`config.mk`:
```
export PLATFORM = sky130hd
export DESIGN_NAME = mc_row
export DESIGN_NICKNAME = d
export VERILOG_FILES = /design/src/verilog/mc_pkg.sv /design/src/verilog/mc_row.sv /design/src/verilog/mc_collector.sv /design/src/verilog/mc_tile.sv /design/src/verilog/mc_injector.sv /design/src/verilog/mc_reset_sync.sv
export SDC_FILE = /design/constraint.sdc
export NUM_CORES = 2
export LEC_CHECK = 0
export BUFFER_PORTS_ARGS = -buffer_cell sky130_fd_sc_hd__buf_2
export CELL_PAD_IN_SITES_DETAIL_PLACEMENT = 0
export CELL_PAD_IN_SITES_GLOBAL_PLACEMENT = 1
export CORE_MARGIN = 8
export CORE_UTILIZATION = 45
export DETAILED_ROUTE_END_ITERATION = 8
export PLACE_DENSITY = 0.75
export SETUP_SLACK_MARGIN = 0.5
export SKIP_LAST_GASP = 1
export SYNTH_ARGS = -nofsm -noshare
export SYNTH_HDL_FRONTEND = slang
export SYNTH_HIERARCHICAL = 1
export SYNTH_SLANG_ARGS = --single-unit
```
`constraint.sdc`:
```
create_clock -name clk_i -period 121.2 [get_ports clk_i]
set_input_delay 0 -clock clk_i [delete_from_list [all_inputs] [get_ports clk_i]]
set_output_delay 0 -clock clk_i [all_outputs]
set_load 0.005 [all_outputs]
```
`src/verilog/mc_pkg.sv`:
```
/*
  Shared widths, operation codes and packet formats for the memory row.
  coord_t limits the row to 16 tiles; addr_t allows at most 256 words per tile.
*/
package mc_pkg;

  // field widths
  localparam int data_w_c  = 32;
  localparam int addr_w_c  = 8;
  localparam int coord_w_c = 4;
  localparam int tag_w_c   = 8;
  localparam int op_w_c    = 2;
  localparam int count_w_c = 16;

  typedef logic [data_w_c-1:0]  data_t;
  typedef logic [addr_w_c-1:0]  addr_t;
  typedef logic [coord_w_c-1:0] coord_t;
  typedef logic [tag_w_c-1:0]   tag_t;
  typedef logic [op_w_c-1:0]    op_t;
  typedef logic [count_w_c-1:0] count_t;

  // operation codes, the fourth code is consumed with no effect
  localparam op_t op_store = 2'd0;
  localparam op_t op_load  = 2'd1;
  localparam op_t op_add   = 2'd2;

  // request travelling east on the request chain
  typedef struct packed {
    op_t    op;
    coord_t dest;
    addr_t  addr;
    data_t  data;
    tag_t   tag;
  } req_pkt_t;

  // response travelling east on the response chain
  typedef struct packed {
    coord_t src;
    tag_t   tag;
    data_t  data;
  } rsp_pkt_t;

endpackage
```
`src/verilog/mc_row.sv`:
```
/*
  One row of tiles between an injector and a collector.
  Response latency is num_tiles_p+2 cycles; num_tiles_p ranges from 1 to 16.
*/
`timescale 1ns/100ps

module mc_row #(
  parameter int num_tiles_p   = 4,
  parameter int dmem_words_p  = 16,
  parameter int reset_depth_p = 3
) (
  input  logic             clk_i,
  input  logic             rst_n_i,
  input  logic             req_valid_i,
  input  mc_pkg::req_pkt_t req_i,
  output logic             err_o,
  output logic             rsp_valid_o,
  output mc_pkg::rsp_pkt_t rsp_o,
  output mc_pkg::count_t   rsp_count_o
);

  logic rst_n_sync;

  // stage 0 is the injector output or the empty response, stage k+1 is tile k
  logic [num_tiles_p:0]                   req_valid;
  mc_pkg::req_pkt_t [num_tiles_p:0] req_chain;
  logic [num_tiles_p:0]                   rsp_valid;
  mc_pkg::rsp_pkt_t [num_tiles_p:0] rsp_chain;

  mc_reset_sync #(
    .reset_depth_p(reset_depth_p)
  ) reset_sync (
    .clk_i  (clk_i),
    .rst_n_i(rst_n_i),
    .rst_n_o(rst_n_sync)
  );

  mc_injector #(
    .num_tiles_p(num_tiles_p)
  ) injector (
    .clk_i      (clk_i),
    .rst_n_i    (rst_n_sync),
    .req_valid_i(req_valid_i),
    .req_i      (req_i),
    .req_valid_o(req_valid[0]),
    .req_o      (req_chain[0]),
    .err_o      (err_o)
  );

  // nothing enters the response chain west of tile 0
  assign rsp_valid[0] = 1'b0;
  assign rsp_chain[0] = '0;

  for (genvar i = 0; i < num_tiles_p; i++) begin : tile_gen
    mc_tile #(
      .my_x_p      (mc_pkg::coord_t'(i)),
      .dmem_words_p(dmem_words_p)
    ) tile (
      .clk_i      (clk_i),
      .rst_n_i    (rst_n_sync),
      .req_valid_i(req_valid[i]),
      .req_i      (req_chain[i]),
      .req_valid_o(req_valid[i+1]),
      .req_o      (req_chain[i+1]),
      .rsp_valid_i(rsp_valid[i]),
      .rsp_i      (rsp_chain[i]),
      .rsp_valid_o(rsp_valid[i+1]),
      .rsp_o      (rsp_chain[i+1])
    );
  end

  mc_collector collector (
    .clk_i      (clk_i),
    .rst_n_i    (rst_n_sync),
    .rsp_valid_i(rsp_valid[num_tiles_p]),
    .rsp_i      (rsp_chain[num_tiles_p]),
    .rsp_valid_o(rsp_valid_o),
    .rsp_o      (rsp_o),
    .rsp_count_o(rsp_count_o)
  );

endmodule

```
`src/verilog/mc_collector.sv`:
```
/*
  Last response stage; drives the external port as a one-cycle strobe.
  rsp_count_o wraps at 16 bits.
*/
`timescale 1ns/100ps

module mc_collector (
  input  logic             clk_i,
  input  logic             rst_n_i,
  input  logic             rsp_valid_i,
  input  mc_pkg::rsp_pkt_t rsp_i,
  output logic             rsp_valid_o,
  output mc_pkg::rsp_pkt_t rsp_o,
  output mc_pkg::count_t   rsp_count_o
);

  logic             rsp_valid_r;
  mc_pkg::rsp_pkt_t rsp_r;
  mc_pkg::count_t   count_r;

  always_ff @(posedge clk_i or negedge rst_n_i) begin
    if (!rst_n_i) begin
      rsp_valid_r <= 1'b0;
      count_r     <= '0;
    end else begin
      rsp_valid_r <= rsp_valid_i;
      // count moves on the same edge as the strobe
      if (rsp_valid_i) begin
        count_r <= count_r + 1'b1;
      end
    end
  end

  always_ff @(posedge clk_i) begin
    if (rsp_valid_i) begin
      rsp_r <= rsp_i;
    end
  end

  assign rsp_valid_o = rsp_valid_r;
  assign rsp_o       = rsp_r;
  assign rsp_count_o = count_r;

endmodule

```
`src/verilog/mc_tile.sv`:
```
/*
  One tile: data memory plus a request hop and a response hop, one cycle each.
  dmem_words_p must be a power of two up to 256; addresses wrap modulo its size.
*/
`timescale 1ns/100ps

module mc_tile #(
  parameter mc_pkg::coord_t my_x_p       = '0,
  parameter int             dmem_words_p = 16
) (
  input  logic             clk_i,
  input  logic             rst_n_i,
  input  logic             req_valid_i,
  input  mc_pkg::req_pkt_t req_i,
  output logic             req_valid_o,
  output mc_pkg::req_pkt_t req_o,
  input  logic             rsp_valid_i,
  input  mc_pkg::rsp_pkt_t rsp_i,
  output logic             rsp_valid_o,
  output mc_pkg::rsp_pkt_t rsp_o
);

  localparam int idx_w_lp = (dmem_words_p > 1) ? $clog2(dmem_words_p) : 1;

  mc_pkg::data_t    dmem_r [dmem_words_p];
  logic [idx_w_lp-1:0] word_idx;
  logic             hit;
  logic             is_load;
  logic             is_add;
  logic             own_rsp;
  mc_pkg::data_t    old_word;
  mc_pkg::data_t    sum_word;
  mc_pkg::rsp_pkt_t own_pkt;
  logic             req_valid_r;
  mc_pkg::req_pkt_t req_r;
  logic             rsp_valid_r;
  mc_pkg::rsp_pkt_t rsp_r;

  assign hit      = req_valid_i && (req_i.dest == my_x_p);
  assign is_load  = req_i.op == mc_pkg::op_load;
  assign is_add   = req_i.op == mc_pkg::op_add;
  assign own_rsp  = hit && (is_load || is_add);
  assign word_idx = idx_w_lp'(req_i.addr % dmem_words_p);

  // asynchronous read so that an add updates the word in the same cycle
  assign old_word = dmem_r[word_idx];
  assign sum_word = old_word + req_i.data;

  always_comb begin
    own_pkt.src  = my_x_p;
    own_pkt.tag  = req_i.tag;
    own_pkt.data = old_word;
  end

  // data memory, cleared to zero on reset
  always_ff @(posedge clk_i or negedge rst_n_i) begin
    if (!rst_n_i) begin
      for (int i = 0; i < dmem_words_p; i++) begin
        dmem_r[i] <= '0;
      end
    end else if (hit) begin
      if (req_i.op == mc_pkg::op_store) begin
        dmem_r[word_idx] <= req_i.data;
      end else if (is_add) begin
        dmem_r[word_idx] <= sum_word;
      end
    end
  end

  // hop valids
  always_ff @(posedge clk_i or negedge rst_n_i) begin
    if (!rst_n_i) begin
      req_valid_r <= 1'b0;
      rsp_valid_r <= 1'b0;
    end else begin
      req_valid_r <= req_valid_i && !hit;
      // fixed latency keeps own_rsp and rsp_valid_i apart
      rsp_valid_r <= own_rsp || rsp_valid_i;
    end
  end

  // hop payloads
  always_ff @(posedge clk_i) begin
    if (req_valid_i && !hit) begin
      req_r <= req_i;
    end
    if (own_rsp) begin
      rsp_r <= own_pkt;
    end else if (rsp_valid_i) begin
      rsp_r <= rsp_i;
    end
  end

  assign req_valid_o = req_valid_r;
  assign req_o       = req_r;
  assign rsp_valid_o = rsp_valid_r;
  assign rsp_o       = rsp_r;

endmodule

```
`src/verilog/mc_injector.sv`:
```
/*
  Entry stage of the request chain. No back-pressure: one request per cycle at most.
  Requests to a tile at or above num_tiles_p are dropped and flagged on err_o.
*/
`timescale 1ns/100ps

module mc_injector #(
  parameter int num_tiles_p = 4
) (
  input  logic             clk_i,
  input  logic             rst_n_i,
  input  logic             req_valid_i,
  input  mc_pkg::req_pkt_t req_i,
  output logic             req_valid_o,
  output mc_pkg::req_pkt_t req_o,
  output logic             err_o
);

  logic             dest_ok;
  logic             accept;
  mc_pkg::tag_t     tag_r;
  mc_pkg::req_pkt_t stamped;
  mc_pkg::req_pkt_t req_r;
  logic             req_valid_r;
  logic             err_r;

  assign dest_ok = int'(req_i.dest) < num_tiles_p;
  assign accept  = req_valid_i && dest_ok;

  // incoming tag field is ignored and replaced by the sequence tag
  always_comb begin
    stamped     = req_i;
    stamped.tag = tag_r;
  end

  always_ff @(posedge clk_i or negedge rst_n_i) begin
    if (!rst_n_i) begin
      req_valid_r <= 1'b0;
      err_r       <= 1'b0;
      tag_r       <= '0;
    end else begin
      req_valid_r <= accept;
      err_r       <= req_valid_i && !dest_ok;
      // tag wraps, dropped requests do not consume one
      if (accept) begin
        tag_r <= tag_r + 1'b1;
      end
    end
  end

  always_ff @(posedge clk_i) begin
    if (accept) begin
      req_r <= stamped;
    end
  end

  assign req_valid_o = req_valid_r;
  assign req_o       = req_r;
  assign err_o       = err_r;

endmodule

```
`src/verilog/mc_reset_sync.sv`:
```
/*
  Reset pipeline: asserts asynchronously, releases after reset_depth_p edges.
  reset_depth_p must be at least 1.
*/
`timescale 1ns/100ps

module mc_reset_sync #(
  parameter int reset_depth_p = 3
) (
  input  logic clk_i,
  input  logic rst_n_i,
  output logic rst_n_o
);

  logic [reset_depth_p-1:0] sync_r;

  // ones shift in from the bottom once the external reset lets go
  always_ff @(posedge clk_i or negedge rst_n_i) begin
    if (!rst_n_i) begin
      sync_r <= '0;
    end else begin
      sync_r <= reset_depth_p'({sync_r, 1'b1});
    end
  end

  assign rst_n_o = sync_r[reset_depth_p-1];

endmodule

```
Word level (Yosys, flattened, before mapping). Index checks and enable logic that the tools add are counted. W data, S select, Z words.

Register bits after elaboration: 2492. Input bits: 57. Output and inout bits: 62.

Add/sub/neg operators: 6. Order comparisons: 9. Equality and inequality tests: 11. Mux-type cells: 42. Bitwise operators: 4. Reduce and logical (&&, ||, !) cells: 44.

Operators with widths (count): $bwmux W512 (8); $mux W512 (8); $bmux W32 S4 (4); $demux W32 S4 (4); $mux W32 (12); $mux W40 (6); $add A32 B32 Y32 (4); $ge A5 B5 Y1 const B (4); $lt A5 B1 Y1 const B (4); $not A4 Y5 (4); $logic_and A1 B1 Y1 (17); $add A16 B1 Y16 const B (1); $reduce_bool A2 Y1 (7); $add A8 B1 Y8 const B (1); $eq A2 B1 Y1 const B (4); $eq A2 B2 Y1 const B (4); $eq A4 B2 Y1 const B (2); $logic_not A2 Y1 (4); $reduce_and A2 Y1 (4); $logic_or A1 B1 Y1 (7); $eq A4 B1 Y1 const B (1); $logic_not A1 Y1 (4); $logic_not A4 Y1 (1); $lt A4 B3 Y1 const B (1).

Depth between registers and ports, before layout.
Depth in word-level cells: 8. Gate-level depth with buffers: 19. Depth with buffers taken out: 14.

Cells and area by module. Netlist, hierarchy kept.

Modules (own cells, without submodules): mc_tile at tile_gen[1].tile ... (times used 2, cells an instance 2422, area an instance 27437.6 sq um, sequential area each 15765.1 sq um); mc_tile at tile_gen[0].tile (times used 1, cells an instance 2465, area an instance 27869.2 sq um, sequential area each 15765.1 sq um); mc_tile at tile_gen[3].tile (times used 1, cells an instance 2446, area an instance 27582.7 sq um, sequential area each 15765.1 sq um); mc_collector (times used 1, cells an instance 107, area an instance 2129.5 sq um, sequential area each 1746.7 sq um); mc_injector (times used 1, cells an instance 84, area an instance 2035.7 sq um, sequential area each 1871.8 sq um); mc_reset_sync (times used 1, cells an instance 4, area an instance 78.8 sq um, sequential area each 75.1 sq um); mc_row (times used 1, cells an instance 1, area an instance 3.8 sq um, sequential area each 0.0 sq um).

Worst setup path before layout. Ideal clock, no wire load.

Kind: register to register. From: register tile_gen[2].tile.req_r, in the netlist tile_gen[2].tile/req_o[40]. To: register tile_gen[3].tile/dmem_r[222] (netlist bit). Library setup time: 135 ps. Arrival time: 5149 ps. Data required time: 121065 ps. Path slack: 115916 ps. Stages on the path, launching flop included: 17. Path buffers: 4. Period minus slack after synthesis: 5284 ps. Cells stage by stage: edfxtp_1 -> buf_2 -> clkbuf_1 -> buf_1 -> mux4_2 -> mux4_2 -> ha_1 -> fa_1 -> a21o_1 -> a221oi_2 -> nor3_1 -> o211ai_1 -> a21oi_1 -> or4_1 -> a21oi_1 -> buf_2 -> o31ai_1.

Cells in the longest elaborated chain, start to end: 8.

Ends and longest elaborated chain: start: declaration (line mc_tile.sv:35) `mc_pkg::req_pkt_t req_r;`; start signal: assignment (line mc_tile.sv:85) `req_r <= req_i;`; $not A4 Y5 (not written as such) * (line mc_tile.sv:46, mc_tile.sv:63, mc_tile.sv:65); $bmux W32 S4, or another cell as far along (line mc_tile.sv:46) `assign old_word = dmem_r[word_idx];`; $mux W32 (not written as such) or $logic_and A1 B1 Y1 (tied branches) (line mc_tile.sv:46, mc_tile.sv:63, mc_tile.sv:65); $mux W32 (on tied branches) (line mc_tile.sv:46, mc_tile.sv:63, mc_tile.sv:65); $add A32 B32 Y32 or $demux W32 S4 (tied branches) (line mc_tile.sv:47, mc_tile.sv:63, mc_tile.sv:65); $bwmux W512 (line mc_tile.sv:65) `dmem_r[word_idx] <= sum_word;`; $mux W512 (line mc_tile.sv:64) `end else if (is_add) begin`; $mux W512 * (line mc_tile.sv:62) `if (req_i.op == mc_pkg::op_store) begin`; end signal: indexed assignment (line mc_tile.sv:63) `dmem_r[word_idx] <= req_i.data;`; end signal: indexed assignment (line mc_tile.sv:65); end: declaration (line mc_tile.sv:25) `mc_pkg::data_t dmem_r [dmem_words_p];`.

Every way passes the cells marked *; elsewhere a longest branch is shown, timed or not. The select of a mux whose other input is x is not followed. A chain may end at the register's enable or synchronous reset.

Final worst setup path.
From: register injector.req_r, in the netlist injector/req_o[40]. To: register tile_gen[0].tile/dmem_r[479] (netlist bit).

Cells in the longest elaborated chain, start to end: 8.

Ends and longest elaborated chain: start: declaration (line mc_injector.sv:23) `mc_pkg::req_pkt_t req_r;`; start signal: assignment (line mc_injector.sv:53) `req_r <= stamped;`; $not A4 Y5 (not written as such) * (line mc_tile.sv:46, mc_tile.sv:63, mc_tile.sv:65); $bmux W32 S4, or another cell as far along (line mc_tile.sv:46); $mux W32 (not written as such) or $logic_and A1 B1 Y1 (tied branches) (line mc_tile.sv:46, mc_tile.sv:63, mc_tile.sv:65); $mux W32 (on tied branches) (line mc_tile.sv:46, mc_tile.sv:63, mc_tile.sv:65); $add A32 B32 Y32 or $demux W32 S4 (tied branches) (line mc_tile.sv:47, mc_tile.sv:63, mc_tile.sv:65); $bwmux W512 (line mc_tile.sv:65); $mux W512 (line mc_tile.sv:64); $mux W512 * (line mc_tile.sv:62); end signal: indexed assignment (line mc_tile.sv:63); end signal: indexed assignment (line mc_tile.sv:65); end: declaration (line mc_tile.sv:25).

Marks and branches as above.

==> flow_summary.toml <==
[status]
outcome = "finished, final reports clean"

[timing]
hold_viol = 0
tightest_slew_ns = 1.34
timing.final.crit_period_ns = 6.71
max-slew-margin-rel_pct = 8.22
fmax_mhz = 149
rsz0062_at_grt = "false"
min_period_over_period_pct = 5.54
report.final.setup_viol = 0
finalSetupTns_ns = 0
finClkSkew_ns = 0.0528
slew_violations = 0
setup_ws_ns = 114.49

[route]
detail_route.first_pass.iterations = 6
vias = 77000
routed_wl_um = 314000
vias_per_cell = 5.76
dr.first_iter.drc_count = 7533
drc = 0
detail-route-antenna-nets = 0
wire_per_inst_um = 23.5

[cts]
cts_resized = 0
cts_sinks = 2505
clk_pin_slew_ns = 0.06
cts_buffers = 282
clockRootBuffer = "clkbuf_16"
clock_latency_ns = 0.91
h-tree-depth = 5
clk_path_buf_depth = 4
tritoncts = "built"
postCtsSetupBuffers = 0

[critical_path]
cp_slowest_cell = "nor4_4"
critical-path-top-delay-family = "simple AND/OR/NAND/NOR gates"
required_ns = 122.05
crit_buf_inv = 2
cp-end-kind = "register"
worstReg2RegEnd = "tile_gen[0].tile/dmem_r[479]"
reg2reg_depth = 12
path_cells = "buf_12, buf_4, mux4_2, mux4_2, ha_1, nand2_1, or4_1, a211oi_1, o21ai_0, a211o_1, nor4_4, mux2_2"
cp_common_cell = "mux4_2"
crit_path_start_kind = "register"
critPathKind = "reg -> reg"
path_max_fanout = 104
arrival_ns = 7.56
reg2reg_slack_ns = 114.49
r2r_start = "injector/req_o[40]"
cpPeakStageDelay_ns = 0.88

[final_layout]
nets = 10000
final_core_util_pct = 50.7
areaGrowthSynthToFinish_pct = 12.1
final_common_cell = "nand2_1"
seq_area_mm2 = 0.0646
final_cell_mix = "nand2_1 (2402), dfrtp_1 (2083), o21ai_0 (1670)"
drive_above_1_share_pct = 15.8
final_cells = 13400
fillCellCount = 21800
multi_input_area_mm2 = 0.0452

[worst_hold_path]
hold_depth = 4
min_to = "injector/req_valid_o"
min_from = "req_i[51]"
hp-class = "in -> reg"

[power]
pwr-share-clk_pct = 46.6
powerDensity_mw_per_mm2 = 14.2
p_switching_w = 0.000400
p_int_w = 0.00139
p_leak_nw = 54.9
peakVddDrop_uv = 13.6
power_w = 0.00178
p_comb_share_pct = 4.2
netSwitchingFraction_pct = 22.4
power_frac_seq_pct = 49.2

[placed_design]
io_buffers = 106
dp_hpwl_um = 194000
dp_slack_ns = 114.55
place_inst = 12800
gp_congestion = 0.899

[floorplanning]
pin_count = 119
die_w_um = 516
placementRows = 183
dieArea_mm2 = 0.266
coreArea_mm2 = 0.249
start_util_pct = 45.2
die_h_um = 516

[synthesis]
synth_cells = 9879
syn_area_mm2 = 0.112
syn_area_per_cell_um2 = 11.4
synth_warnings = 6

[global_route]
grt_pass1_wl_um = 480000
grt_overflow_total = 0
grtUsageTotal_pct = 23.4
grt_pass1_vias = 76800
antenna_found_initial = 7
grt_max_degree = 190

[flow_run]
maxCapViolations = 0
## per-layer routing
| layer | vias up | wire length (µm) | track usage (%) |
|---|---|---|---|
| met3 | 593 | 18500 | 3.43 |
| met1 | 39100 | 134000 | 32.2 |
| met2 | 2341 | 151000 | 38.7 |
| met5 | - | 0 | 0 |
| li1 | 34900 | - | - |
| met4 | 0 | 10100 | 6.98 |
## flip-flops by register name, summed over array words and instances, names as in the netlist
name                       cells
tile_gen.tile/rsp_o          176
injector/tag_r                 8
injector/req_o                50
tile_gen.tile/req_valid_o      3
collector/rsp_o               44
tile_gen.tile/dmem_r        2048
collector/rsp_valid_o          1
tile_gen.tile/req_o          150
injector/err_o                 1
injector/req_valid_o           1
tile_gen.tile/rsp_valid_o      4
reset_sync/sync_r              3
collector/rsp_count_o         16
## power groups by stage
stage	combinational (W)	sequential, W	clock [W]
6_report	0.0000754	0.000878	0.000831
5_1_grt	0.0000836	0.000879	0.000883
4_1_cts	0.0000764	0.000878	0.000849
3_5_place_dp	0.0000740	0.000894	0
3_3_place_gp	0.0000720	0.000893	0
2_1_floorplan	0.0000407	0.000901	0
## how the worst max path moves through the flow
stage | startpoint | end | depth (start not counted)
floorplan | reset_sync/sync_r[2] | collector/rsp_count_o[0] | 0
global placement | injector/req_o[40] | tile_gen[0].tile/dmem_r[447] | 12
detailed placement | injector/req_o[40] | tile_gen[0].tile/dmem_r[319] | 12
CTS | injector/req_o[40] | tile_gen[0].tile/dmem_r[479] | 12
global route | injector/req_o[40] | tile_gen[0].tile/dmem_r[479] | 12
finish | injector/req_o[40] | tile_gen[0].tile/dmem_r[479] | 12
## timing repair
| item | in CTS | in global routing |
|---|---|---|
| endpoints found under the setup margin | 0 | 0 |
| hold buffers | 90 | 0 |
| endpoints found under the hold margin | 105 | 0 |
## stage by stage
stage	cell area (µm²)	hold WS, ns
2_1_floorplan	113000	-0.296
3_3_place_gp	116000	-0.203
3_5_place_dp	116000	-0.201
4_1_cts	126000	0.261
5_1_grt	126000	0.298
6_report	126000	0.318
## worst min-delay path, delay by kind of cell
family / cells / cell delay (ns)
buffers and inverters: 3 / 0.98
and+or+nand+nor: 1 / 0.05
## layout make-up
class / count / area share (%)
Inverter: 48 / 0.143
Antenna cell: 2 / 0.00397
Timing Repair Buffer: 373 / 2.31
Multi-Input combinational cell: 6612 / 35.9
Sequential cell: 2505 / 51.3
Clock buffer: 400 / 6.41
Tap cell: 3330 / 3.31
Clock inverter: 86 / 0.675
Note: power is estimated with default switching activity, not from simulation.
